[src/hdl/c16_mem_pkg.sv]
`default_nettype none

package c16_mem_pkg;

	////////////////////////////////////////////////////////////
	// Widths
	////////////////////////////////////////////////////////////

	localparam int CPU_AW    = 16;
	localparam int ROM_AW    = 14;
	// Upper three bits pick the slot, lower bits the bank offset
	localparam int DL_AW     = 17;
	localparam int NUM_BANKS = 6;

	typedef logic [7:0] byte_t;

	////////////////////////////////////////////////////////////
	// Download kinds, bank register halves and bank names
	////////////////////////////////////////////////////////////

	typedef enum logic [7:0] {
		LOAD_PRG = 8'h01,
		LOAD_ROM = 8'h03,
		LOAD_CRT = 8'h81
	} load_kind_e;

	typedef enum logic [1:0] {
		ROM_INTERNAL = 2'd0,
		ROM_CART     = 2'd1,
		ROM_FUNC     = 2'd2,
		ROM_NONE     = 2'd3
	} rom_sel_e;

	typedef enum logic [2:0] {
		BANK_KERNAL,
		BANK_BASIC,
		BANK_FUNC_LO,
		BANK_FUNC_HI,
		BANK_CART_LO,
		BANK_CART_HI
	} bank_e;

	// Firmware slots
	localparam logic [2:0] SLOT_KERNAL  = 3'd1;
	localparam logic [2:0] SLOT_BASIC   = 3'd2;
	localparam logic [2:0] SLOT_FUNC_LO = 3'd3;
	localparam logic [2:0] SLOT_FUNC_HI = 3'd4;

	// Cartridge slots
	localparam logic [2:0] SLOT_CART_LO = 3'd0;
	localparam logic [2:0] SLOT_CART_HI = 3'd1;

	// BASIC pointers in zero page, low byte first in each pair
	localparam logic [7:0] PRG_PTR_ADDRS [8] = '{
		8'h2D, 8'h2E, 8'h2F, 8'h30, 8'h31, 8'h32, 8'h9D, 8'h9E
	};

	localparam logic [11:0] BANK_REG_PAGE = 12'hFDD;
	localparam logic [7:0]  KERNAL_PAGE   = 8'hFC;

endpackage

`default_nettype wire

[src/hdl/memory_map.sv]
`timescale 1ns/1ps
`default_nettype none

module memory_map (
	input  wire                                 clk_sys,
	input  wire                                 reset,
	input  wire                                 plus4_i,
	input  wire [c16_mem_pkg::CPU_AW-1:0]       cpu_addr_i,
	input  wire                                 cpu_rnw_i,
	input  wire                                 cs0_i,
	input  wire                                 cs1_i,
	input  wire                                 cs_io_i,
	output logic [c16_mem_pkg::NUM_BANKS-1:0]   bank_sel_o
);

	logic                  plus4_q;
	logic                  cs_io_q;
	logic                  bank_wr;
	logic                  kern_page;
	c16_mem_pkg::rom_sel_e rom_hi;
	c16_mem_pkg::rom_sel_e rom_lo;

	// Bank register write on release of the I/O select in page FDD
	assign bank_wr = plus4_q && !cs_io_q && cs_io_i && !cpu_rnw_i &&
		(cpu_addr_i[c16_mem_pkg::CPU_AW-1:4] == c16_mem_pkg::BANK_REG_PAGE);

	assign kern_page = (cpu_addr_i[c16_mem_pkg::CPU_AW-1:8] == c16_mem_pkg::KERNAL_PAGE);

	always_ff @(posedge clk_sys) begin
		if (reset) begin
			// Model is taken over while in reset
			plus4_q <= plus4_i;
			cs_io_q <= 1'b1;
			rom_hi  <= c16_mem_pkg::ROM_INTERNAL;
			rom_lo  <= c16_mem_pkg::ROM_INTERNAL;
		end else begin
			cs_io_q <= cs_io_i;
			if (bank_wr) begin
				rom_hi <= c16_mem_pkg::rom_sel_e'(cpu_addr_i[3:2]);
				rom_lo <= c16_mem_pkg::rom_sel_e'(cpu_addr_i[1:0]);
			end
		end
	end

	////////////////////////////////////////////////////////////
	// Read selects
	////////////////////////////////////////////////////////////

	always_comb begin
		bank_sel_o = '0;

		// Low ROM window
		if (!cs0_i) begin
			bank_sel_o[c16_mem_pkg::BANK_BASIC]   = (rom_lo == c16_mem_pkg::ROM_INTERNAL);
			bank_sel_o[c16_mem_pkg::BANK_FUNC_LO] = (rom_lo == c16_mem_pkg::ROM_FUNC);
			bank_sel_o[c16_mem_pkg::BANK_CART_LO] = (rom_lo == c16_mem_pkg::ROM_CART);
		end

		// High ROM window, FCxx stays on the kernal
		if (!cs1_i) begin
			bank_sel_o[c16_mem_pkg::BANK_KERNAL] =
				kern_page || (rom_hi == c16_mem_pkg::ROM_INTERNAL);
			bank_sel_o[c16_mem_pkg::BANK_FUNC_HI] =
				!kern_page && (rom_hi == c16_mem_pkg::ROM_FUNC);
			bank_sel_o[c16_mem_pkg::BANK_CART_HI] =
				!kern_page && (rom_hi == c16_mem_pkg::ROM_CART);
		end
	end

endmodule

`default_nettype wire

[config.mk]
export PLATFORM = sky130hd
export DESIGN_NAME = memory_map
export DESIGN_NICKNAME = d
export VERILOG_FILES = /design/src/hdl/c16_mem_pkg.sv /design/src/hdl/memory_map.sv
export SDC_FILE = /design/constraint.sdc
export NUM_CORES = 1
export LEC_CHECK = 0
export ABC_AREA = 1
export BUFFER_PORTS_ARGS = -buffer_cell sky130_fd_sc_hd__buf_2
export CORE_AREA = 5 5 42 44
export CTS_CLUSTER_SIZE = 16
export DETAILED_ROUTE_END_ITERATION = 8
export DIE_AREA = 0 0 47 49
export GPL_TIMING_DRIVEN = 0
export PLACE_DENSITY = 0.73
export REMOVE_ABC_BUFFERS = 1
export SLEW_MARGIN = 20
export SYNTH_ARGS = -nofsm -noshare
export SYNTH_HDL_FRONTEND = slang
export SYNTH_SLANG_ARGS = --single-unit
[constraint.sdc]
create_clock -name clk_sys -period 1.03 [get_ports clk_sys]
set_clock_uncertainty 0.15 [all_clocks]
set_input_delay 0.1545 -clock clk_sys [delete_from_list [all_inputs] [get_ports clk_sys]]
set_output_delay 0.1545 -clock clk_sys [all_outputs]
set_load 0.01 [all_outputs]
==> summary.txt <==
Outcome
  – Status: finished, violations left
  – Failing checks: hold timing, setup timing

Power and ir drop
  – Pint: around 440 uW
  – Switch Pwr: 147 uW
  – Tot Pwr: between 500 and 600 uW
  – Power share of the clock group: 0.402
  – Maximum VDD drop: 526 uV
  – Register share of total power: 0.413
  – Combinational Power Share: 0.185
  – Pwr dens: ~840 nW/um^2
  – Static leakage: 0.377 nW
  – Sw Ratio: 0.248

Worst hold path
  – Hold Crit Start: cs_io_i
  – Type of the worst min-delay path: in -> reg

Global route
  – Global-route usage over all layers: 0.100
  – First-pass GRT wire length: 1730 microns
  – Largest net degree at the start of global routing: 5
  – Initial antenna violation count: 0
  – GRT overflow: 0
  – Vias in the first global route: 482

STA
  – Slew Limit Fails: 0
  – Fin crit period: approximately 1.3 ns
  – Final setup violating endpoints: 11
  – RSZ-0062 raised after global routing: yes
  – Max_slew headroom: 0.880
  – Tightest Pin Transition: 0.180 ns
  – F_max: 0.752 GHz
  – Final WS setup: -0.300 ns
  – Tcrit/Tclk final: 1.29
  – Final hold slack: -0.0287 ns
  – Hold Fails Final Rpt: 1

Floorplanning
  – Num ports: 29
  – Die Ht: 49 microns
  – Die ar.: 2300 sq um
  – CORE AREA: 1400 sq um
  – Die X: around 47 microns
  – Initial Utilization: 0.321
  – Row count: 14

Synth
  – Area contributors post-synth: dfxtp_1 22%, nor2_1 13%, inv_1 13%, nand2_1 13%, nor2_4 10%
  – Cells after Synth: 74
  – Average size of a mapped cell: about 6.1 sq um
  – Synth Warn #: 0
  – Most numerous cell in the Yosys netlist: nor2_1
  – Fraction of the yosys area taken by sequential cells: 0.290
  – Library cells used by synthesis: 14
  – Yosys top cell by area: dfxtp_1
  – Post-synthesis cell area: 449 sq um
  – Top FF cell, synth: dfxtp_1
  – Synth top cells by count: 16 x nor2_1, 15 x inv_1, 15 x nand2_1
  – Synth top area share: 0.223
  – Number of flops mapped to enable cells by yosys: 1
  – Synth Register Bits: 6
  – Ys async rst share: 0

Placed design
  – Dpl ws: -0.150 ns
  – Final Wtd Congestion: 0.786
  – Buffers on Ports: 28
  – Dpl hpwl: 878 microns

Critical path
  – Req. time, crit path: 0.73 ns
  – Worst Setup SP: rom_hi[1]
  – Reg2reg start: plus4_q
  – Critical path's largest stage delay: 0.31 ns
  – Worst Path Arrival: a little over 1 ns
  – Buf/Inv on CP: 1
  – Delay-heaviest family, CP: flip-flops
  – Critical path class: reg -> out
  – CP max stage cell: dfxtp_2
  – Critical Path Fanout Max: 2
  – Crit-path cells: or2_4 -> a21oi_2 -> buf_2
  – Setup crit start kind: flop
  – CP endpoint kind: primary output

Cells and area
  – Diodes inserted: 0
  – Post-layout util: 0.504
  – Multi-input logic area: 283 sq um
  – Share of layout cells above drive strength 1: 0.509
  – Syn-to-layout area delta: 57.1%
  – Fillers: 152
  – Register area: 138 sq um
  – Nets@finish: between 100 and 150

CTS
  – Sink Count: 6
  – H-Tree Depth: 1
  – CTS clk-pin slew, worst paths: 0.05 ns
  – Root Driver: clkbuf_4
  – CTS Buf Count: 3
  – CTS tree: built
  – Clk Latency, worst-skew pair: between 0.2 and 0.3 ns
  – CTS max path bufs: 2

Detailed routing
  – Vias: between 500 and 600
  – Initial DRT Pass Iterations: 4
  – Post-Route WL: 1070 microns
  – Drt via density: 4.42
  – Routed Antenna Nets: 0
  – # DRC: 0
  – Routed length per instance: 8.50 microns
  – Iteration-0 DRC Markers: 3

Run
  – Max cap viols: 0
==> through the flow <==
stage          hold slack [ns]  TNS, ns  area [sq um]  cells
2_1_floorplan            0.103  -0.0975           449     74
3_3_place_gp             0.181   -0.314           609    118
3_5_place_dp             0.184   -0.449           609    118
4_1_cts                -0.0345    -1.48           683    125
5_1_grt                -0.0316    -2.15           706    126
6_report               -0.0287    -1.49           706    126
==> logic make-up after synthesis <==
family                 after synthesis  synth area share
buffers and inverters               16             0.134
DFF                                  6             0.290
AOI/OAI and AO/OA                    1            0.0111
and+or+nand+nor                     51             0.565
==> power by group through the flow <==
stage	registers [mW]	clock network, mW	logic (mW)
final	0.244	0.238	0.109
after global placement	0.251	0	0.0986
after floorplan	0.251	0	0.0451
after CTS	0.247	0.248	0.110
after detailed placement	0.251	0	0.102
after global routing	0.244	0.271	0.124
==> cell usage in the layout (no fill, tap or decap) <==
master / n
dfxtp_2: 3
inv_1: 14
a21oi_2: 1
nand3_1: 7
clkbuf_1: 1
buf_2: 28
nand2_2: 4
nand2_1: 14
or2_2: 1
dfxtp_1: 1
dfxtp_4: 1
nor2_1: 14
nor2_2: 3
nor2_4: 4
nor3_2: 2
buf_6: 1
edfxtp_1: 1
buf_4: 1
or2_4: 1
dlygate4sd3_1: 2
nand3_2: 1
inv_2: 2
clkbuf_4: 3
==> routing by layer <==
layer  wire [microns]  track usage  vias up
li1                 -            -      293
met1              367       0.0996      238
met2              583        0.170       24
met3              114       0.0590        2
met4                6       0.0276        0
met5                0            0        -
==> state kept, by name, summed over array words and instances (netlist names) <==
register / count
cs_io_q: 1
plus4_q: 1
rom_hi: 2
rom_lo: 2
==> path summary, 6_finish.rpt <==
check,end,slack (ns),cells past startpoint
setup / recovery,bank_sel_o[0],-0.30,3
hold / removal,cs_io_q,-0.03,2
setup reg to reg,rom_hi[0],-0.04,5
hold reg to reg,rom_hi[0],0.34,2
==> final cells by class <==
| type | count | share of cell area |
|---|---|---|
| Tap cell | 16 | 0.0284 |
| Clock buffer | 4 | 0.0372 |
| Inverter | 16 | 0.0851 |
| Multi-Input combinational cell | 52 | 0.401 |
| Sequential cell | 6 | 0.195 |
| Timing Repair Buffer | 32 | 0.254 |
==> timing repair <==
| action | CTS | global route |
|---|---|---|
| buffers inserted | 1 | 1 |
| hold endpoints to repair | 3 | 2 |
| pin swaps | 8 | 3 |
| endpoints found under the setup margin | 10 | 11 |
| gates resized for setup | 8 | 6 |
| hold buffers | 2 | 1 |
No activity file was read; power rests on OpenSTA's default activity.
