File: src/hdl/c16_mem_pkg.sv
`default_nettype none

package c16_mem_pkg;

	////////////////////////////////////////////////////////////
	// Widths
	////////////////////////////////////////////////////////////

	localparam int CPU_AW    = 16;
	localparam int ROM_AW    = 14;
	// Upper three bits pick the slot, lower bits the bank offset
	localparam int DL_AW     = 17;
	localparam int NUM_BANKS = 6;

	typedef logic [7:0] byte_t;

	////////////////////////////////////////////////////////////
	// Download kinds, bank register halves and bank names
	////////////////////////////////////////////////////////////

	typedef enum logic [7:0] {
		LOAD_PRG = 8'h01,
		LOAD_ROM = 8'h03,
		LOAD_CRT = 8'h81
	} load_kind_e;

	typedef enum logic [1:0] {
		ROM_INTERNAL = 2'd0,
		ROM_CART     = 2'd1,
		ROM_FUNC     = 2'd2,
		ROM_NONE     = 2'd3
	} rom_sel_e;

	typedef enum logic [2:0] {
		BANK_KERNAL,
		BANK_BASIC,
		BANK_FUNC_LO,
		BANK_FUNC_HI,
		BANK_CART_LO,
		BANK_CART_HI
	} bank_e;

	// Firmware slots
	localparam logic [2:0] SLOT_KERNAL  = 3'd1;
	localparam logic [2:0] SLOT_BASIC   = 3'd2;
	localparam logic [2:0] SLOT_FUNC_LO = 3'd3;
	localparam logic [2:0] SLOT_FUNC_HI = 3'd4;

	// Cartridge slots
	localparam logic [2:0] SLOT_CART_LO = 3'd0;
	localparam logic [2:0] SLOT_CART_HI = 3'd1;

	// BASIC pointers in zero page, low byte first in each pair
	localparam logic [7:0] PRG_PTR_ADDRS [8] = '{
		8'h2D, 8'h2E, 8'h2F, 8'h30, 8'h31, 8'h32, 8'h9D, 8'h9E
	};

	localparam logic [11:0] BANK_REG_PAGE = 12'hFDD;
	localparam logic [7:0]  KERNAL_PAGE   = 8'hFC;

endpackage

`default_nettype wire

File: src/hdl/download_fifo.sv
`timescale 1ns/1ps
`default_nettype none

module download_fifo #(
	parameter int DL_FIFO_DEPTH = 4
) (
	input  wire                               clk_sys,
	input  wire                               reset,
	input  wire                               push_i,
	input  wire [c16_mem_pkg::DL_AW-1:0]      push_addr_i,
	input  wire c16_mem_pkg::byte_t           push_data_i,
	input  wire                               pop_i,
	output logic                              empty_o,
	output logic [c16_mem_pkg::DL_AW-1:0]     head_addr_o,
	output c16_mem_pkg::byte_t                head_data_o,
	output logic                              credit_o
);

	localparam int PW = $clog2(DL_FIFO_DEPTH);

	logic [c16_mem_pkg::DL_AW-1:0] addr_mem [DL_FIFO_DEPTH];
	c16_mem_pkg::byte_t            data_mem [DL_FIFO_DEPTH];

	logic [PW-1:0] wr_ptr;
	logic [PW-1:0] rd_ptr;
	logic [PW:0]   count;
	logic          pop_ok;

	// A pop on an empty buffer is ignored
	assign pop_ok   = pop_i && !empty_o;
	assign empty_o  = (count == '0);
	assign credit_o = pop_ok;

	assign head_addr_o = addr_mem[rd_ptr];
	assign head_data_o = data_mem[rd_ptr];

	always_ff @(posedge clk_sys) begin
		if (reset) begin
			wr_ptr <= '0;
			rd_ptr <= '0;
			count  <= '0;
		end else begin
			if (push_i)
				wr_ptr <= wr_ptr + 1'b1;
			if (pop_ok)
				rd_ptr <= rd_ptr + 1'b1;
			// Host credits keep the count within depth
			case ({push_i, pop_ok})
				2'b10:   count <= count + 1'b1;
				2'b01:   count <= count - 1'b1;
				default: count <= count;
			endcase
		end
	end

	always_ff @(posedge clk_sys) begin
		if (push_i) begin
			addr_mem[wr_ptr] <= push_addr_i;
			data_mem[wr_ptr] <= push_data_i;
		end
	end

endmodule

`default_nettype wire

File: config.mk
export PLATFORM = sky130hd
export DESIGN_NAME = download_fifo
export DESIGN_NICKNAME = d
export VERILOG_FILES = /design/src/hdl/c16_mem_pkg.sv /design/src/hdl/download_fifo.sv
export SDC_FILE = /design/constraint.sdc
export NUM_CORES = 1
export LEC_CHECK = 0
export BUFFER_PORTS_ARGS = -buffer_cell sky130_fd_sc_hd__buf_2
export CAP_MARGIN = 20
export CORE_ASPECT_RATIO = 0.75
export CORE_MARGIN = 10
export CORE_UTILIZATION = 45
export CTS_BUF_LIST = sky130_fd_sc_hd__clkbuf_2 sky130_fd_sc_hd__clkbuf_4 sky130_fd_sc_hd__clkbuf_8
export DETAILED_ROUTE_END_ITERATION = 16
export MAX_ROUTING_LAYER = met4
export PLACE_DENSITY = 0.67
export SLEW_MARGIN = 30
export SYNTH_ARGS = -nofsm -noshare
export SYNTH_HDL_FRONTEND = slang
export SYNTH_SLANG_ARGS = --single-unit
File: constraint.sdc
create_clock -name clk_sys -period 2.3 [get_ports clk_sys]
set_input_delay 0.115 -clock clk_sys [delete_from_list [all_inputs] [get_ports clk_sys]]
set_output_delay 0.115 -clock clk_sys [all_outputs]
set_load 0.01 [all_outputs]
==> results of run 1 <==
==> registers in the layout (all words and copies together), names as in the netlist, named ones only <==
register,cells
count,3
data_mem,32
addr_mem,68
wr_ptr,2
rd_ptr,2
==> path summary, 6_finish.rpt <==
check / endpoint / slack, ns / cells past startpoint
worst max-delay path: head_addr_o[12] / 0.21 / 3
worst min-delay path: wr_ptr[0] / 0.09 / 3
worst max register to register: count[2] / 0.42 / 8
worst min register to register: rd_ptr[1] / 0.49 / 2
==> worst register-to-register path, cell delays in order (launching register included) <==
cell and delay, ns:
dfxtp_1 0.39, o31ai_1 0.12, inv_1 0.09, ha_1 0.18
inv_1 0.06, fa_1 0.37, xor2_1 0.15, or3_1 0.30
a21oi_1 0.14
==> repair_timing <==
item                      CTS  global route
resized for setup           0             0
hold endpoints to repair  101             0
hold buffers               26             0
==> logic make-up after synthesis <==
| family | Yosys count | share of synthesized area [%] |
|---|---|---|
| AOI/OAI and AO/OA | 6 | 0.795 |
| xor gates and xnor gates | 4 | 0.856 |
| adders and majority gates | 6 | 2.02 |
| buffers and inverters | 14 | 2.35 |
| DFF | 109 | 77.8 |
| muxes | 26 | 14.5 |
| and+or+nand+nor | 15 | 1.77 |
==> metrics by stage <==
step | instances | power [mW] | util, %
after floorplan | 180 | 3.05 | -
after CTS | 389 | 4.74 | 55.8
after global routing | 389 | 4.90 | 55.8
after global placement | 347 | 3.31 | 50.1
final | 389 | 4.66 | 55.8
after detailed placement | 347 | 3.33 | 50.1
==> power by group <==
group	internal [mW]	leakage (nW)	switching, mW	total (mW)
Sequential	2.29	0.993	0.0917	2.38
Combinational	0.474	0.633	0.432	0.906
Clock	0.793	0.130	0.581	1.37
Total	3.56	1.76	1.10	4.66
==> final cells by class <==
| type | count | area, um2 | share of cell area, % |
|---|---|---|---|
| Clock buffer | 12 | 159 | 3.17 |
| Inverter | 7 | 26.3 | 0.525 |
| Tap cell | 112 | 140 | 2.80 |
| Clock inverter | 4 | 95.1 | 1.90 |
| Multi-Input combinational cell | 57 | 815 | 16.3 |
| Timing Repair Buffer | 88 | 588 | 11.7 |
| Sequential cell | 109 | 3180 | 63.6 |
==> cell usage in the layout (no fill, tap or decap), types with 3 or more instances in the layout <==
cell             n
bufinv_16        3
dfxtp_1          8
a21oi_1          3
inv_1            7
and2_1           4
mux4_2          20
nor2_1           7
ha_1             5
clkbuf_8        11
mux4_1           5
buf_2           55
xor2_1           3
edfxtp_1       100
buf_4            7
dlygate4sd3_1   26
==> routing by layer <==
layer  vias to the layer above  routed length, um  GRT usage [%]
li1                        911                  -              -
met3                         8                409           4.68
met2                        46               3410           18.1
met4                         0                 72           3.36
met5                         -                  0              -
met1                       971               3060           13.7
==> results_dict.tcl, run 1 <==
set metrics [dict create \
    cap_violations 0 \
    synth.avg_cell_area_um2 22.7 \
    ant_nets 0 \
    crit_arrival_ns 1.98 \
    r2r_start "count[0]" \
    syn2layout_area_growth_pct 22.3 \
    dp_slack_ns 0.429 \
    die_x_um 130 \
    drive_gt1_share_pct 35.7 \
    row_count 30 \
    leakage_nw 1.76 \
    ys_seq_area_share_pct 77.8 \
    routedWlPerCell_um 17.9 \
    finalCritPeriodShare_pct 90.9 \
    synth_top_area_cell "edfxtp_1" \
    antenna_cells 0 \
    postSynthCellCount 180 \
    die_h_um 103 \
    cpPeakStageDelay_ns 0.63 \
    synth_edf_count 100 \
    yosysMostFrequentCell "edfxtp_1" \
    min_period_ns 2.09 \
    peakVddDrop_mv 0.613 \
    track_usage_pct 11.6 \
    cp_top_family "flip-flops" \
    clock_path_buffers 2 \
    grt_pass1_wl_um 11200 \
    path_class "register to primary output" \
    clkSinkCount 109 \
    routabilityCongestion 0.703 \
    yosys_warnings 0 \
    grt_pass1_vias 2123 \
    dp_hpwl_um 4410 \
    clk_pin_slew_worst_paths_ns 0.09 \
    portBuffers 55 \
    final.setup.worst_slack_ns 0.210 \
    setup_tns_ns 0 \
    cts_buffers 9 \
    vias_per_cell 4.98 \
    hold_viol 0 \
    grt_max_degree 26 \
    htreeDepth 3 \
    setup.worst_path.end_class "primary output" \
    clock-root-buffer "clkbuf_8" \
    cts_tree "yes" \
    ys_ff_latch 109 \
    synth_top_area_share_pct 73.3 \
    grt_setup_unrepaired "false" \
    hp-start "push_i" \
    nets 307 \
    start_util_pct 45.6 \
    fmax_mhz 478 \
    antenna_found_initial 0 \
    hp-class "input pin to register" \
    drtIter0Drc 156 \
    cp_cell_sequence "buf_4 > mux4_2 > buf_2" \
    postPlaceCellArea_mm2 0.00449 \
    relSlewSlack_pct 69.4 \
    slew_violations 0 \
    power.density_mw_per_mm2 931 \
    slowest_stage "dfxtp_2" \
    post_cts_buffers 0 \
    setup_violations 0 \
    finalHoldWorstSlack_ns 0.0898 \
    synth_cell_types 23 \
    syn-cell-area_mm2 0.00409 \
    core-area_mm2 0.00897 \
    synthTopCellsByArea "edfxtp_1 73%, mux4_2 11%, dfxtp_1 4.4%, mux4_1 3.2%, ha_1 1.5%" \
    ios 56 \
    overflow 0 \
    dieArea_mm2 0.0134 \
    nFillCells 694 \
    synth_fp_nets 215 \
    async_flop_share_pct 0 \
    synth_ff_type "edfxtp_1" \
    via_count 1936 \
    firstDrtPassIters 4 \
    cp.required_ns 2.18 \
    design_area_mm2 0.00501 \
    finClkSkew_ns 0.00955 \
    drc 0 \
    outcome "completed" \
    synthTopCellsByCount "100 x edfxtp_1, 20 x mux4_2, 9 x dfxtp_1" \
    routed_wl_um 6950 \
    cp_num_buf_inv 2 \
    path_max_fanout 14 \
    worst_pin_slew_ns 0.459 \
    cp-start-kind "register" \
    insertion_delay_ns 0.36 \
]
Note: power is estimated with default switching activity, not from simulation.
==> inputs of run 2 (changes only) <==
--- a/config.mk
+++ b/config.mk
@@ -11,9 +11,11 @@
 export CORE_MARGIN = 10
 export CORE_UTILIZATION = 45
 export CTS_BUF_LIST = sky130_fd_sc_hd__clkbuf_2 sky130_fd_sc_hd__clkbuf_4 sky130_fd_sc_hd__clkbuf_8
+export CTS_CLUSTER_DIAMETER = 30
+export CTS_CLUSTER_SIZE = 40
 export DETAILED_ROUTE_END_ITERATION = 16
 export MAX_ROUTING_LAYER = met4
-export PLACE_DENSITY = 0.67
+export PLACE_DENSITY = 0.66
 export SLEW_MARGIN = 30
 export SYNTH_ARGS = -nofsm -noshare
 export SYNTH_HDL_FRONTEND = slang
==> results_dict.tcl, run 2 (synthesized netlist as in run 1, its figures left out) <==
set metrics [dict create \
    die_x_um 130 \
    peakVddDrop_mv 0.489 \
    drc 0 \
    grt_max_degree 26 \
    power.density_mw_per_mm2 899 \
    final_cell_mix "100 x edfxtp_1, 55 x buf_2, 26 x dlygate4sd3_1" \
    antenna_cells 0 \
    via_count 1940 \
    clock-root-buffer "clkbuf_8" \
    clock_path_buffers 2 \
    hold_viol 0 \
    row_count 30 \
    final_common_cell "edfxtp_1" \
    dp_hpwl_um 4240 \
    fmax_mhz 539 \
    grt_pass1_wl_um 10900 \
    finClkSkew_ns 0.00763 \
    leakage_nw 1.74 \
    cp_cell_sequence "o31ai_1 > inv_1 > ha_1 > inv_1 > fa_1 > xor2_1 > or3_1 > a21oi_1" \
    crit_arrival_ns 2.16 \
    clk_pin_slew_worst_paths_ns 0.09 \
    relSlewSlack_pct 73.3 \
    path_class "register to register" \
    ant_nets 0 \
    cpPeakStageDelay_ns 0.39 \
    routedWlPerCell_um 17.4 \
    routabilityCongestion 0.709 \
    finalCritPeriodShare_pct 80.7 \
    core-area_mm2 0.00897 \
    vias_per_cell 4.97 \
    cap_violations 0 \
    path_depth 8 \
    path_max_fanout 4 \
    htreeDepth 3 \
    min_period_ns 1.85 \
    portBuffers 55 \
    regMostFlops "addr_mem" \
    clkSinkCount 109 \
    start_util_pct 45.6 \
    grt_setup_unrepaired "false" \
    nets 308 \
    drive_gt1_share_pct 35.3 \
    ff2ff_path_depth 8 \
    power_mw 4.47 \
    hold_depth 3 \
    setup_violations 0 \
    overflow 0 \
    slowest_stage "dfxtp_1" \
    firstDrtPassIters 4 \
    post_cts_resized 0 \
    hp-class "input pin to register" \
    insertion_delay_ns 0.36 \
    slew_violations 0 \
    final_util_pct 55.4 \
    worst_pin_slew_ns 0.401 \
    largest_reg_flops 68 \
    syn2layout_area_growth_pct 21.4 \
    die_h_um 103 \
    track_usage_pct 11.3 \
    cp-start-kind "register" \
    top_regs "addr_mem: 68 flops, data_mem: 32 flops, count: 3 flops" \
    routed_wl_um 6800 \
    cp.required_ns 2.60 \
    grt_pass1_vias 2105 \
    setup_tns_ns 0 \
    dieArea_mm2 0.0134 \
    cts_tree "yes" \
    drtIter0Drc 129 \
    cpMostUsedCell "inv_1" \
    cts_buffers 9 \
    setup.worst_path.end_class "register" \
    cp_top_family "adder cells" \
    ios 56 \
    cp_num_buf_inv 2 \
    outcome "completed" \
    antenna_found_initial 0 \
]
==> run 2: cell type report <==
cell class | instances | area, um2
clock inverter | 6 | 77.6
fill | 690 | 4000
inverter | 7 | 26.3
sequential | 109 | 3180
multi-input combinational | 57 | 815
clock buffer | 10 | 131
timing repair buffer | 89 | 596
tap | 112 | 140
==> run 2: final timing paths <==
kind | from | end | slack, ns
max | count[0] | count[2] | 0.45
min | push_i | wr_ptr[0] | 0.1
max reg2reg | count[0] | count[2] | 0.45
min reg2reg | rd_ptr[1] | rd_ptr[1] | 0.50
==> run 2: where the power goes <==
part           total (mW)  switching, mW  leakage (nW)  internal [mW]
logic               0.946          0.472         0.639          0.474
clock network        1.18          0.567         0.109          0.614
registers            2.34         0.0487         0.993           2.29
total                4.47           1.09          1.74           3.38
==> run 2: timing repair <==
item                                   CTS  global route
setup buffers                            0             0
hold buffers                            26             0
endpoints found under the hold margin  102             0
==> run 2: per-layer routing <==
metal / routed length, um / vias to the layer above / track usage, %
met5: 0 / - / -
met4: 46 / 0 / 3.36
met3: 361 / 6 / 4.42
met2: 3310 / 48 / 17.5
met1: 3080 / 974 / 13.5
li1: - / 912 / -
==> run 2: worst min-delay path, stage by stage <==
cell     delay, ns
buf_2         0.16
xnor2_1       0.09
nor2_1        0.07
==> run 2: through the flow <==
step                instances  worst slack (ns)  hold slack, ns  instance area (um2)
detailed placement        348             0.456           0.334                 4500
floorplan                 180             0.489           0.214                 4090
global placement          348             0.498           0.330                 4500
finish                    390             0.445          0.0990                 4970
global route              390             0.263          0.0918                 4970
CTS                       390             0.420          0.0684                 4970
==> inputs of run 3 (changes only) <==
--- a/config.mk
+++ b/config.mk
@@ -15,7 +15,7 @@
 export CTS_CLUSTER_SIZE = 40
 export DETAILED_ROUTE_END_ITERATION = 16
 export MAX_ROUTING_LAYER = met4
-export PLACE_DENSITY = 0.66
+export PLACE_DENSITY = 0.68
 export SLEW_MARGIN = 30
 export SYNTH_ARGS = -nofsm -noshare
 export SYNTH_HDL_FRONTEND = slang
==> constraint.sdc (replaced) <==
create_clock -name clk_sys -period 1.66 [get_ports clk_sys]
set_input_delay 0.083 -clock clk_sys [delete_from_list [all_inputs] [get_ports clk_sys]]
set_output_delay 0.083 -clock clk_sys [all_outputs]
set_load 0.01 [all_outputs]
==> results_dict.tcl, run 3 (synthesized netlist as in run 1, its figures left out) <==
set metrics [dict create \
    regMostFlops "addr_mem" \
    worst_pin_slew_ns 0.391 \
    dp_slack_ns -0.0358 \
    outcome "finished, violations left" \
    routed_wl_um 7300 \
    htreeDepth 3 \
    portBuffers 55 \
    postPlaceCellArea_mm2 0.00461 \
    vias_per_cell 5.00 \
    firstDrtPassIters 4 \
    peakVddDrop_mv 0.751 \
    cp-start-kind "register" \
    start_util_pct 45.6 \
    hp-class "input pin to register" \
    cap_violations 0 \
    grt_max_degree 26 \
    power.density_mw_per_mm2 1240 \
    drive_gt1_share_pct 41.7 \
    hold_depth 3 \
    antenna_found_initial 0 \
    final_cells 395 \
    ant_nets 0 \
    final_common_cell "edfxtp_1" \
    grt_pass1_vias 2239 \
    power_mw 6.46 \
    hp-start "push_i" \
    ios 56 \
    clock-root-buffer "clkbuf_8" \
    row_count 30 \
    path_max_fanout 7 \
    final_cell_mix "100 x edfxtp_1, 37 x buf_2, 26 x dlygate4sd3_1" \
    design_area_mm2 0.00520 \
    finalCritPeriodShare_pct 105 \
    placedCellCount 350 \
    overflow 0 \
    crit_arrival_ns 1.66 \
    final.setup.worst_slack_ns -0.0850 \
    dieArea_mm2 0.0134 \
    ff2ff_path_depth 8 \
    clk_pin_slew_worst_paths_ns 0.10 \
    drc 0 \
    routedWlPerCell_um 18.5 \
    nets 313 \
    core-area_mm2 0.00897 \
    relSlewSlack_pct 74.0 \
    antenna_cells 0 \
    syn2layout_area_growth_pct 27.0 \
    track_usage_pct 12.3 \
    largest_reg_flops 68 \
    insertion_delay_ns 0.37 \
    cts_tree "yes" \
    dp_hpwl_um 4480 \
    min_period_ns 1.75 \
    die_h_um 103 \
    slew_violations 0 \
    path_class "register to primary output" \
    routabilityCongestion 0.659 \
    setup_violations 26 \
    cp.required_ns 1.58 \
    die_x_um 130 \
    finClkSkew_ns 0.00619 \
    hold_viol 0 \
    leakage_nw 1.79 \
    via_count 1974 \
    top_regs "addr_mem: 68 flops, data_mem: 32 flops, count: 3 flops" \
    setup.worst_path.end_class "primary output" \
    clock_path_buffers 2 \
    drtIter0Drc 132 \
    fmax_mhz 573 \
    grt_pass1_wl_um 11800 \
    clkSinkCount 109 \
    grt_setup_unrepaired "true" \
    cts_buffers 9 \
    violations "negative setup slack" \
    r2r_start "count[2]" \
]
## run 3: cell count changes in the layout (fill, tap and decap cells not counted), sizes merged
cell,change
buf,+5
bufinv,-2
clkinv,+2
clkbuf,-1
clkinvlp,+1
## run 3: repair_timing
| action | CTS | global route |
|---|---|---|
| hold buffers | 26 | 0 |
| gates cloned | 1 | 0 |
| buffers inserted | 1 | 1 |
| hold endpoints to repair | 109 | 0 |
| setup endpoints to repair | 26 | 27 |
| resized for setup | 22 | 8 |
| pin swaps | 0 | 0 |
## run 3: final timing paths
path / end / slack (ns)
hold reg to reg: rd_ptr[1] / 0.50
setup reg to reg: count[2] / -0.02
setup / recovery: head_addr_o[6] / -0.09
hold / removal: wr_ptr[0] / 0.06
## run 3: per-layer routing
layer,GRT usage (%),vias to the layer above,share of wire [%]
met3,4.52,8,5.2
met1,14.1,987,44
met4,4.40,0,0.96
met2,19.5,55,50
met5,-,-,0
li1,-,924,-
## run 3: worst max-delay path, cell delays in order, from the launching register on
cell,delay (ns)
dfxtp_4,0.44
buf_12,0.16
mux4_2,0.54
buf_6,0.14
## run 3: per-stage QoR
stage / utilization [%] / setup TNS [ns] / hold WS (ns)
finish: 57.9 / -1.38 / 0.0573
global route: 57.9 / -3.40 / 0.0826
CTS: 57.4 / -2.42 / 0.0350
detailed placement: 51.4 / -0.0358 / 0.303
global placement: 51.4 / 0 / 0.296
floorplan: - / 0 / 0.182
## run 3: area by class of cell
cell class | count | area [um2]
flip-flops and latches | 109 | 3200
inverters | 7 | 26.3
fillers | 650 | 3770
clock inverters | 7 | 52.6
well taps | 112 | 140
multi-input cells | 57 | 825
repair buffers | 94 | 836
clock buffers | 9 | 124
## run 3: power by group
part | internal [mW] | switching [mW] | leakage [nW]
Sequential | 3.19 | 0.103 | 0.995
Clock | 0.550 | 0.865 | 0.0891
Combinational | 1.01 | 0.741 | 0.707
Total | 4.76 | 1.71 | 1.79
