File: src/hdl/c16_mem_pkg.sv
`default_nettype none

package c16_mem_pkg;

	////////////////////////////////////////////////////////////
	// Widths
	////////////////////////////////////////////////////////////

	localparam int CPU_AW    = 16;
	localparam int ROM_AW    = 14;
	// Upper three bits pick the slot, lower bits the bank offset
	localparam int DL_AW     = 17;
	localparam int NUM_BANKS = 6;

	typedef logic [7:0] byte_t;

	////////////////////////////////////////////////////////////
	// Download kinds, bank register halves and bank names
	////////////////////////////////////////////////////////////

	typedef enum logic [7:0] {
		LOAD_PRG = 8'h01,
		LOAD_ROM = 8'h03,
		LOAD_CRT = 8'h81
	} load_kind_e;

	typedef enum logic [1:0] {
		ROM_INTERNAL = 2'd0,
		ROM_CART     = 2'd1,
		ROM_FUNC     = 2'd2,
		ROM_NONE     = 2'd3
	} rom_sel_e;

	typedef enum logic [2:0] {
		BANK_KERNAL,
		BANK_BASIC,
		BANK_FUNC_LO,
		BANK_FUNC_HI,
		BANK_CART_LO,
		BANK_CART_HI
	} bank_e;

	// Firmware slots
	localparam logic [2:0] SLOT_KERNAL  = 3'd1;
	localparam logic [2:0] SLOT_BASIC   = 3'd2;
	localparam logic [2:0] SLOT_FUNC_LO = 3'd3;
	localparam logic [2:0] SLOT_FUNC_HI = 3'd4;

	// Cartridge slots
	localparam logic [2:0] SLOT_CART_LO = 3'd0;
	localparam logic [2:0] SLOT_CART_HI = 3'd1;

	// BASIC pointers in zero page, low byte first in each pair
	localparam logic [7:0] PRG_PTR_ADDRS [8] = '{
		8'h2D, 8'h2E, 8'h2F, 8'h30, 8'h31, 8'h32, 8'h9D, 8'h9E
	};

	localparam logic [11:0] BANK_REG_PAGE = 12'hFDD;
	localparam logic [7:0]  KERNAL_PAGE   = 8'hFC;

endpackage

`default_nettype wire

File: src/hdl/image_loader.sv
`timescale 1ns/1ps
`default_nettype none

module image_loader (
	input  wire                                 clk_sys,
	input  wire                                 reset,
	input  wire                                 dl_active_i,
	input  wire c16_mem_pkg::load_kind_e        dl_kind_i,
	input  wire                                 empty_i,
	input  wire [c16_mem_pkg::DL_AW-1:0]        head_addr_i,
	input  wire c16_mem_pkg::byte_t             head_data_i,
	output logic                                pop_o,
	output logic                                ram_we_o,
	output logic [c16_mem_pkg::CPU_AW-1:0]      ram_addr_o,
	output c16_mem_pkg::byte_t                  ram_data_o,
	output logic                                rom_we_o,
	output c16_mem_pkg::bank_e                  rom_bank_o,
	output logic [c16_mem_pkg::ROM_AW-1:0]      rom_addr_o,
	output c16_mem_pkg::byte_t                  rom_data_o
);

	typedef enum logic [1:0] {
		IDLE,
		STREAM,
		PATCH
	} state_e;

	state_e                                            state;
	c16_mem_pkg::load_kind_e                           kind_q;
	logic [c16_mem_pkg::CPU_AW-1:0]                    prg_addr;
	logic [3:0]                                        patch_cnt;
	logic [c16_mem_pkg::DL_AW-c16_mem_pkg::ROM_AW-1:0] slot;
	logic                                              prg_body;
	logic                                              bank_hit;
	c16_mem_pkg::bank_e                                bank_map;

	// Bytes only leave the FIFO while streaming, so a patch stalls them
	assign pop_o    = (state == STREAM) && !empty_i;
	assign slot     = head_addr_i[c16_mem_pkg::DL_AW-1:c16_mem_pkg::ROM_AW];
	// Offsets 0 and 1 carry the load address
	assign prg_body = (head_addr_i[c16_mem_pkg::DL_AW-1:1] != '0);

	////////////////////////////////////////////////////////////
	// Slot to bank mapping
	////////////////////////////////////////////////////////////

	always_comb begin
		bank_hit = 1'b0;
		bank_map = c16_mem_pkg::BANK_KERNAL;
		if (kind_q == c16_mem_pkg::LOAD_ROM) begin
			bank_hit = 1'b1;
			case (slot)
				c16_mem_pkg::SLOT_KERNAL:  bank_map = c16_mem_pkg::BANK_KERNAL;
				c16_mem_pkg::SLOT_BASIC:   bank_map = c16_mem_pkg::BANK_BASIC;
				c16_mem_pkg::SLOT_FUNC_LO: bank_map = c16_mem_pkg::BANK_FUNC_LO;
				c16_mem_pkg::SLOT_FUNC_HI: bank_map = c16_mem_pkg::BANK_FUNC_HI;
				default:                   bank_hit = 1'b0;
			endcase
		end else if (kind_q == c16_mem_pkg::LOAD_CRT) begin
			bank_hit = 1'b1;
			case (slot)
				c16_mem_pkg::SLOT_CART_LO: bank_map = c16_mem_pkg::BANK_CART_LO;
				c16_mem_pkg::SLOT_CART_HI: bank_map = c16_mem_pkg::BANK_CART_HI;
				default:                   bank_hit = 1'b0;
			endcase
		end
	end

	////////////////////////////////////////////////////////////
	// FSM and write strobes
	////////////////////////////////////////////////////////////

	always_ff @(posedge clk_sys) begin
		if (reset) begin
			state     <= IDLE;
			patch_cnt <= '0;
			ram_we_o  <= 1'b0;
			rom_we_o  <= 1'b0;
		end else begin
			ram_we_o <= 1'b0;
			rom_we_o <= 1'b0;
			case (state)
				IDLE: begin
					if (dl_active_i)
						state <= STREAM;
				end
				STREAM: begin
					if (pop_o) begin
						ram_we_o <= (kind_q == c16_mem_pkg::LOAD_PRG) && prg_body;
						rom_we_o <= bank_hit;
					end
					// Download over and everything drained
					if (!dl_active_i && empty_i) begin
						state     <= (kind_q == c16_mem_pkg::LOAD_PRG) ? PATCH : IDLE;
						patch_cnt <= '0;
					end
				end
				PATCH: begin
					// One pointer byte every second cycle
					ram_we_o  <= !patch_cnt[0];
					patch_cnt <= patch_cnt + 1'b1;
					if (patch_cnt == 4'hF)
						state <= IDLE;
				end
				default: state <= IDLE;
			endcase
		end
	end

	////////////////////////////////////////////////////////////
	// Address and data path
	////////////////////////////////////////////////////////////

	always_ff @(posedge clk_sys) begin
		if (state == IDLE)
			kind_q <= dl_kind_i;

		if (pop_o) begin
			if (kind_q == c16_mem_pkg::LOAD_PRG) begin
				if (!prg_body) begin
					if (head_addr_i[0])
						prg_addr[15:8] <= head_data_i;
					else
						prg_addr[7:0] <= head_data_i;
				end else begin
					ram_addr_o <= prg_addr;
					ram_data_o <= head_data_i;
					prg_addr   <= prg_addr + 1'b1;
				end
			end
			rom_bank_o <= bank_map;
			rom_addr_o <= head_addr_i[c16_mem_pkg::ROM_AW-1:0];
			rom_data_o <= head_data_i;
		end

		// prg_addr now holds the end address
		if (state == PATCH) begin
			ram_addr_o <= {8'h00, c16_mem_pkg::PRG_PTR_ADDRS[patch_cnt[3:1]]};
			ram_data_o <= patch_cnt[1] ? prg_addr[15:8] : prg_addr[7:0];
		end
	end

endmodule

`default_nettype wire

File: config.mk
export PLATFORM = sky130hd
export DESIGN_NAME = image_loader
export DESIGN_NICKNAME = d
export VERILOG_FILES = /design/src/hdl/c16_mem_pkg.sv /design/src/hdl/image_loader.sv
export SDC_FILE = /design/constraint.sdc
export NUM_CORES = 1
export LEC_CHECK = 0
export BUFFER_PORTS_ARGS = -buffer_cell sky130_fd_sc_hd__buf_2
export CORE_AREA = 2 2 91 93
export DETAILED_ROUTE_END_ITERATION = 8
export DIE_AREA = 0 0 93 95
export MAX_ROUTING_LAYER = met4
export PLACE_DENSITY = 0.73
export SLEW_MARGIN = 0
export SYNTH_ARGS = -nofsm -noshare
export SYNTH_HDL_FRONTEND = slang
export SYNTH_SLANG_ARGS = --single-unit
File: constraint.sdc
create_clock -name clk_sys -period 2.35 [get_ports clk_sys]
set_input_delay 0.47 -clock clk_sys [delete_from_list [all_inputs] [get_ports clk_sys]]
set_output_delay 0.47 -clock clk_sys [all_outputs]
set_load 0.02 [all_outputs]
==> results.yml, run 1 <==
status:
  status: "finished, final reports clean"
clocking:
  clk_latency_ns: 0.36
  cts_root_buffer: "clkbuf_8"
  h-tree-depth: 3
  cts_tree: "yes"
  cts_setup_buffers: 0
  cts.clk_slew.worst_paths_ns: 0.08
  clkSinkCount: 81
  clockBufferDepth: 2
  cts-buffers-inserted: 9
yosys:
  syn_avg_cell_area_um2: 11.97
  yosysWarnings: 0
  syn_area_um2: 3710
  synthMuxAreaShare: 0.02968
  syn_inst: 310
  synth-compound-area-share: 0.1019
  synthDistinctLibCells: 41
  synth-simple-area-share: 0.1636
  synth_xor_area_frac: 0.02833
  synth_fp_nets: 354
  synth_top_family_by_area: "simple AND/OR/NAND/NOR gates"
  ys_seq_area_frac: 0.6125
  synth-seq-cells: 81
  synthAdderAreaFrac: 0.02361
worst_setup_path:
  crit_slowest_cell: "or4_1"
  crit_arrival_ns: 2.29
  required_ns: 2.47
  worst_path_largest_cell_delay_ns: 0.64
  r2r_slack_ns: 0.19
  path_common_cell: "or4_1"
  cp_max_fo: 28
  crit_type: "in2reg"
  critPathCaptureType: "register"
  crit_path_start_kind: "input pin"
  worstPathCellList: "buf_2, or4_1, or4_1, buf_12, nor2_1, nor2_4"
timing:
  tightest_slew_ns: 0.4797
  fmax_ghz: 0.4601
  rsz0062_at_grt: "no"
  maxSlewViolCount: 0
  max_slew_margin: 0.6757
  clock_skew_ns: 0.008653
  fin_crit_ns: 2.173
  setup_viol: 0
  hold_viol_final: 0
  period_share: 0.9249
finish:
  layout-drive-gt1-share: 0.3341
  n_antenna_cell: 0
  final_common_cell: "buf_2"
  stdcell_area_um2: 4513
  utilization: 0.5693
  area_delta_synth_final_pct: 21.65
  mostFrequentLayoutCells: "88 x buf_2, 65 x edfxtp_1, 37 x a21oi_1"
  nets: 452
grt:
  overflow: 0
  grt_pass1_vias: 2579
  grt_max_degree: 44
  antenna_found_initial: 0
  grt_pass1_wl_um: 12360
  groute.usage.overall: 0.1883
floorplanning:
  io_pins: 89
  die_x_um: 93
  core_um2: 7928
  die_area_um2: 8835
  initial_core_util: 0.4680
  fp.dieH_um: 95
  num_rows: 33
detailed_routing:
  drc: 0
  antenna_left: 0
  vias_per_cell: 5.174
  first_pass_iters: 4
  detail_route.wl_per_cell_um: 14.88
  finalWirelength_um: 7709
  drt_iter0_markers: 153
  vias: 2680
placement:
  postPlaceCellArea_um2: 4327
  place.gp.congestion: 0.8770
  dp_hpwl_um: 5569
  io_buffer_count: 88
power_and_ir_drop:
  power_leakage_nw: 1.683
  p_total_w: 0.002761
  p_per_area_nw_per_um2: 611.8
  ir_drop_mv: 0.3982
run:
  drv_cap: 0
worst_hold_path:
  hold_path_class: "in2reg"
[critical path, delay by kind of cell]
family        cells  cell delay (ns)
buf+inv           2             0.33
simple gates      4             1.49
[logic make-up after synthesis]
kind of cell	after synthesis
DFF	81
muxes	11
AOI/OAI and AO/OA	65
buffers and inverters	27
and+or+nand+nor	107
adders and majority gates	7
xor gates and xnor gates	12
[through the flow]
stage	setup slack [ns]	cells	hold slack [ns]	TNS [ns]
2_1_floorplan	0.01872	310	0.4618	0
3_3_place_gp	-0.1123	502	0.4553	-2.134
3_5_place_dp	-0.1538	502	0.4644	-3.019
4_1_cts	0.04810	518	0.2777	0
5_1_grt	0.1095	518	0.2751	0
6_report	0.1766	518	0.2855	0
[layout make-up]
cell class | count | area [µm²]
multi-input cells | 202 | 1313
clock buffers | 10 | 127.6
flip-flops and latches | 81 | 2272
well taps | 105 | 131.4
fillers | 726 | 3415
inverters | 9 | 33.78
repair buffers | 105 | 593.1
clock inverters | 6 | 42.54
[power by group]
group          internal [W]  total [W]  leakage (nW)  switching [W]
Combinational     0.0000890   0.000235         0.870       0.000146
Clock              0.000385   0.000903        0.0827       0.000518
Sequential          0.00160    0.00162         0.730      0.0000208
[repair_timing]
| action | in CTS | in global routing |
|---|---|---|
| gates resized for setup | 1 | 2 |
| setup endpoints to repair | 8 | 8 |
| pin swaps | 0 | 0 |
| hold buffers | 0 | 0 |
| cloned | 0 | 0 |
[flip-flops by register name, summed over array words and instances (netlist names)]
name and flops:
prg_addr 16, ram_addr_o 16, rom_addr_o 14, kind_q 8, ram_data_o 8, rom_data_o 8
patch_cnt 4, rom_bank_o 3, state 2, ram_we_o 1, rom_we_o 1
[routing by layer]
metal / track usage / part of all wire
met5: - / 0
met4: 0.07721 / 0.021
met3: 0.03831 / 0.042
met2: 0.3056 / 0.49
met1: 0.2322 / 0.45
[synthesized netlist by cell type]
library cell	instances	share of area
a32oi_1	1	0.0024
nand2_1	13	0.013
a21oi_2	1	0.0024
nand3_2	1	0.0027
a22oi_1	1	0.0020
nor3b_1	3	0.0061
clkbuf_2	1	0.0013
or3_1	2	0.0034
and3_1	1	0.0017
nor4_1	7	0.012
nor4b_1	1	0.0024
mux2i_1	11	0.030
or2_2	1	0.0017
a21o_1	2	0.0040
nor2b_1	3	0.0051
o21ai_0	15	0.020
or4_1	8	0.016
o21a_1	1	0.0020
xor2_1	4	0.0094
buf_12	2	0.011
a21oi_1	38	0.051
a222oi_1	1	0.0027
nor2_1	27	0.027
nor2_4	7	0.021
xnor2_1	8	0.019
inv_1	9	0.0091
clkbuf_1	11	0.011
nor4_2	1	0.0034
nor3_1	4	0.0054
dfxtp_1	16	0.086
nand4_1	3	0.0051
and2_1	1	0.0017
buf_1	2	0.0020
ha_1	7	0.024
a31oi_2	3	0.010
o32a_1	1	0.0027
nand3_1	15	0.020
buf_6	2	0.0061
edfxtp_1	65	0.53
a211oi_1	1	0.0020
nand2b_1	9	0.015
[path summary, 6_finish.rpt]
path / from / to / depth (start not counted)
worst max register to register: kind_q[3]$_DFFE_PP_ / prg_addr[5]$_DFFE_PP_ / 3
worst min register to register: ram_addr_o[11]$_SDFFE_PP0P_ / ram_addr_o[11]$_SDFFE_PP0P_ / 2
worst min-delay path: dl_kind_i[6] / kind_q[6]$_DFFE_PP_ / 1
worst max-delay path: head_addr_i[14] / prg_addr[11]$_DFFE_PP_ / 6
Note: power is estimated with default switching activity, not from simulation.
==> run 2: changes to the inputs <==
--- a/config.mk
+++ b/config.mk
@@ -11,6 +11,7 @@
 export DIE_AREA = 0 0 93 95
 export MAX_ROUTING_LAYER = met4
 export PLACE_DENSITY = 0.73
+export SETUP_SLACK_MARGIN = 0.4
 export SLEW_MARGIN = 0
 export SYNTH_ARGS = -nofsm -noshare
 export SYNTH_HDL_FRONTEND = slang
==> results.yml, run 2 (synthesis results as in run 1) <==
floorplanning:
  io_pins: 89
  fp.dieH_um: 95
  die_area_um2: 8835
  num_rows: 33
  initial_core_util: 0.4680
  core_um2: 7928
  die_x_um: 93
detailed_routing:
  vias: 2805
  finalWirelength_um: 8476
  topRoutingLayerUsed: "met4"
  drt_iter0_markers: 161
  met1_length_um: 3580
  drc: 0
  vias_per_cell: 5.302
  wl_met3_um: 410
  detail_route.wl_per_cell_um: 16.02
  antenna_left: 0
  route.met2.wl_um: 4323
  first_pass_iters: 4
placement:
  postPlaceCellArea_um2: 4348
  placed_cells: 502
  io_buffer_count: 88
  dp_hpwl_um: 5512
  dpl_worst_slack_ns: -0.1118
  place.gp.congestion: 0.8365
clocking:
  cts.clk_slew.worst_paths_ns: 0.08
  clockBufferDepth: 2
  h-tree-depth: 3
  cts-buffers-inserted: 9
  clk_latency_ns: 0.36
  postCtsHoldBufs: 0
  cts_tree: "yes"
  clkSinkCount: 81
  cts_root_buffer: "clkbuf_8"
run:
  drv_cap: 0
timing:
  setup_slack_ns: 0.3323
  period_share: 0.8586
  rsz0062_at_grt: "yes"
  tightest_slew_ns: 0.5493
  fmax_ghz: 0.4956
  hold_viol_final: 0
  max_slew_margin: 0.6338
  whs_ns: 0.2867
  fin_crit_ns: 2.018
  maxSlewViolCount: 0
  setup_viol: 0
  clock_skew_ns: 0.01340
worst_setup_path:
  critPathCaptureType: "register"
  crit_path_start_kind: "input pin"
  cp_max_fo: 8
  crit_type: "in2reg"
  required_ns: 2.46
  crit_arrival_ns: 2.13
finish:
  area_delta_synth_final_pct: 30.76
  top_regs: "prg_addr (16), ram_addr_o (16), rom_addr_o (14)"
  layout-drive-gt1-share: 0.4175
  stdcell_area_um2: 4851
  stdcell_count: 529
  nets: 463
  final_common_cell: "buf_2"
  n_antenna_cell: 0
  mostFrequentLayoutCells: "85 x buf_2, 65 x edfxtp_1, 27 x a21oi_1"
grt:
  overflow: 0
  grt_pass1_wl_um: 12950
  grt_pass1_vias: 2703
  groute.usage.overall: 0.2002
  antenna_found_initial: 0
  grt_max_degree: 26
status:
  status: "finished, final reports clean"
worst_hold_path:
  hold_path_class: "in2reg"
power_and_ir_drop:
  power_leakage_nw: 1.820
  ir_drop_mv: 0.3430
  p_per_area_nw_per_um2: 590.7
run 2: changes by cell type in the layout (fill, tap and decap cells not counted), sizes merged:
cell and change:
buf +9, nand2b +1, clkinv +1, bufinv +1
clkinvlp -1
run 2: power breakdown:
part	total, W	leakage (nW)	switching, W	internal, W
clock network	0.000996	0.0970	0.000507	0.000489
registers	0.00162	0.730	0.0000220	0.00160
logic	0.000246	0.992	0.000152	0.0000943
run 2: layout make-up:
type,instances,area [µm²]
clock inverter,7,68.82
sequential,81,2273
clock buffer,9,123.9
fill,635,3077
inverter,9,33.78
multi-input combinational,203,1448
tap,105,131.4
timing repair buffer,115,772.0
run 2: path summary, 6_finish.rpt:
kind                              start                    endpoint  slack, ns  cells past startpoint
max                      head_addr_i[1]       prg_addr[9]$_DFFE_PP_       0.33                      6
min reg2reg  ram_addr_o[8]$_SDFFE_PP0P_  ram_addr_o[8]$_SDFFE_PP0P_       0.47                      2
min                      head_addr_i[4]     rom_addr_o[4]$_DFFE_PN_       0.29                      1
max reg2reg         kind_q[4]$_DFFE_PP_       prg_addr[1]$_DFFE_PP_       0.33                      4
run 2: metrics by stage:
step,utilization,setup TNS [ns],total power [W]
floorplan,-,0,0.001784
global placement,0.5485,-1.345,0.001883
detailed placement,0.5485,-2.832,0.001893
CTS,0.5926,0,0.002878
global route,0.6119,0,0.002952
finish,0.6119,0,0.002866
run 2: critical path, stage by stage:
cell	delay, ns
buf_6	0.09
or4_4	0.52
or4_4	0.64
buf_12	0.20
nor2_4	0.11
nor2_4	0.09
run 2: timing repair:
item / 4_1_cts / 5_1_grt
endpoints found under the setup margin: 55 / 62
buffers inserted: 3 / 4
gates cloned: 2 / 2
gates resized for setup: 24 / 21
endpoints found under the hold margin: 0 / 0
pin swaps: 1 / 2
run 2: metal layers:
layer | vias up | GRT usage
met5 | - | -
met4 | 0 | 0.09804
met3 | 19 | 0.03671
met2 | 94 | 0.3321
met1 | 1322 | 0.2366
li1 | 1370 | -
==> run 3: changes to the inputs <==
--- a/config.mk
+++ b/config.mk
@@ -6,11 +6,12 @@
 export NUM_CORES = 1
 export LEC_CHECK = 0
 export BUFFER_PORTS_ARGS = -buffer_cell sky130_fd_sc_hd__buf_2
-export CORE_AREA = 2 2 91 93
+export CORE_AREA = 2 2 90 92
 export DETAILED_ROUTE_END_ITERATION = 8
-export DIE_AREA = 0 0 93 95
+export DIE_AREA = 0 0 92 94
+export GPL_ROUTABILITY_DRIVEN = 1
 export MAX_ROUTING_LAYER = met4
-export PLACE_DENSITY = 0.73
+export PLACE_DENSITY = 0.71
 export SETUP_SLACK_MARGIN = 0.4
 export SLEW_MARGIN = 0
 export SYNTH_ARGS = -nofsm -noshare
==> constraint.sdc (replaced) <==
create_clock -name clk_sys -period 2.6 [get_ports clk_sys]
set_input_delay 0.52 -clock clk_sys [delete_from_list [all_inputs] [get_ports clk_sys]]
set_output_delay 0.52 -clock clk_sys [all_outputs]
set_load 0.02 [all_outputs]
==> results.yml, run 3 (synthesis results as in run 1) <==
finish:
  final-seq-area_um2: 2272
  nets: 450
  n_fill_cell: 652
  area_delta_synth_final_pct: 23.34
  multi_input_area_um2: 1350
  top_regs: "prg_addr (16), ram_addr_o (16), rom_addr_o (14)"
  n_antenna_cell: 0
  mostFrequentLayoutCells: "88 x buf_2, 65 x edfxtp_1, 37 x a21oi_1"
  final_common_cell: "buf_2"
  layout-drive-gt1-share: 0.3406
detailed_routing:
  finalWirelength_um: 7585
  vias_per_cell: 5.189
  detail_route.wl_per_cell_um: 14.79
  drc: 0
  drt_iter0_markers: 140
  first_pass_iters: 5
  antenna_left: 0
  vias: 2662
clocking:
  clockBufferDepth: 2
  cts-buffers-inserted: 9
  cts_root_buffer: "clkbuf_8"
  clk_latency_ns: 0.36
  postCtsHoldBufs: 0
  cts_tree: "yes"
  cts.clk_slew.worst_paths_ns: 0.08
  clkSinkCount: 81
  h-tree-depth: 3
run:
  drv_cap: 0
worst_setup_path:
  r2r_slack_ns: 0.47
  crit_arrival_ns: 2.26
  crit_type: "in2reg"
  critPathCaptureType: "register"
  required_ns: 2.71
  crit_path_start_kind: "input pin"
  cp_max_fo: 31
timing:
  tightest_slew_ns: 0.5131
  fmax_ghz: 0.4657
  fin_crit_ns: 2.147
  setup_viol: 0
  hold_viol_final: 0
  clock_skew_ns: 0.009155
  maxSlewViolCount: 0
  max_slew_margin: 0.6580
  rsz0062_at_grt: "no"
  period_share: 0.8259
  whs_ns: 0.3355
  fin_setup_tns_ns: 0
grt:
  grt_pass1_vias: 2449
  antenna_found_initial: 0
  groute.usage.overall: 0.1917
  overflow: 0
  grt_max_degree: 32
  grt_pass1_wl_um: 12230
floorplanning:
  fp.dieH_um: 94
  die_area_um2: 8648
  core_um2: 7607
  die_x_um: 92
  io_pins: 89
  num_rows: 32
  initial_core_util: 0.4877
placement:
  dp_hpwl_um: 5426
  place.gp.congestion: 0.8304
  io_buffer_count: 88
worst_hold_path:
  hold_path_class: "in2reg"
power_and_ir_drop:
  ir_drop_mv: 0.3261
  power_leakage_nw: 1.709
  p_per_area_nw_per_um2: 582.3
status:
  status: "finished, final reports clean"
## run 3: cell types whose count changed in the layout (fill, tap and decap cells not counted), moves of 5 or more
cell	before	now
a21oi_1	27	37
a21oi_2	11	1
buf_4	18	12
o21ai_0	7	14
or4_1	1	6
or4_4	7	2
## run 3: layout make-up
class | count | share of cell area
flip-flops and latches | 81 | 0.4966
clock inverters | 6 | 0.01805
multi-input cells | 202 | 0.2950
clock buffers | 10 | 0.02789
inverters | 9 | 0.007383
repair buffers | 103 | 0.1272
well taps | 102 | 0.02789
## run 3: stage by stage
| stage | utilization | area, µm² | cells | setup WS, ns | power [W] |
|---|---|---|---|---|---|
| final | 0.6015 | 4576 | 513 | 0.4527 | 0.002664 |
| after global placement | 0.5648 | 4297 | 493 | 0.1065 | 0.001697 |
| after CTS | 0.5964 | 4537 | 510 | 0.3520 | 0.002675 |
| after detailed placement | 0.5648 | 4297 | 493 | 0.09242 | 0.001705 |
| after floorplan | - | 3746 | 310 | 0.3158 | 0.001611 |
| after global routing | 0.6015 | 4576 | 513 | 0.4025 | 0.002748 |
## run 3: where the power goes
part / internal (W) / total (W) / switching, W
Sequential: 0.00145 / 0.00147 / 0.0000198
Clock: 0.000536 / 0.000980 / 0.000444
Combinational: 0.0000820 / 0.000217 / 0.000135
## run 3: per-layer routing
metal	vias to the layer above	track usage	share of wire
met3	11	0.04976	0.047
met4	0	0.07338	0.020
met5	-	-	0
li1	1339	-	-
met1	1234	0.2493	0.46
met2	78	0.2917	0.47
## run 3: critical path: stages
cell and delay, ns:
buf_2 0.10, or4_1 0.57, or4_1 0.62, buf_12 0.22, nor2_4 0.12, nor2_4 0.08
## run 3: what timing repair did
| action | in CTS | in global routing |
|---|---|---|
| hold endpoints to repair | 0 | 0 |
| endpoints found under the setup margin | 21 | 27 |
| setup buffers | 1 | 3 |
| pin swaps | 1 | 0 |
| gates resized for setup | 3 | 4 |
## run 3: final timing paths
kind / startpoint / end / depth (start not counted)
max: head_addr_i[9] / prg_addr[9]$_DFFE_PP_ / 6
min: dl_kind_i[7] / kind_q[7]$_DFFE_PP_ / 1
max reg2reg: kind_q[3]$_DFFE_PP_ / prg_addr[7]$_DFFE_PP_ / 4
min reg2reg: ram_addr_o[10]$_SDFFE_PP0P_ / ram_addr_o[10]$_SDFFE_PP0P_ / 2
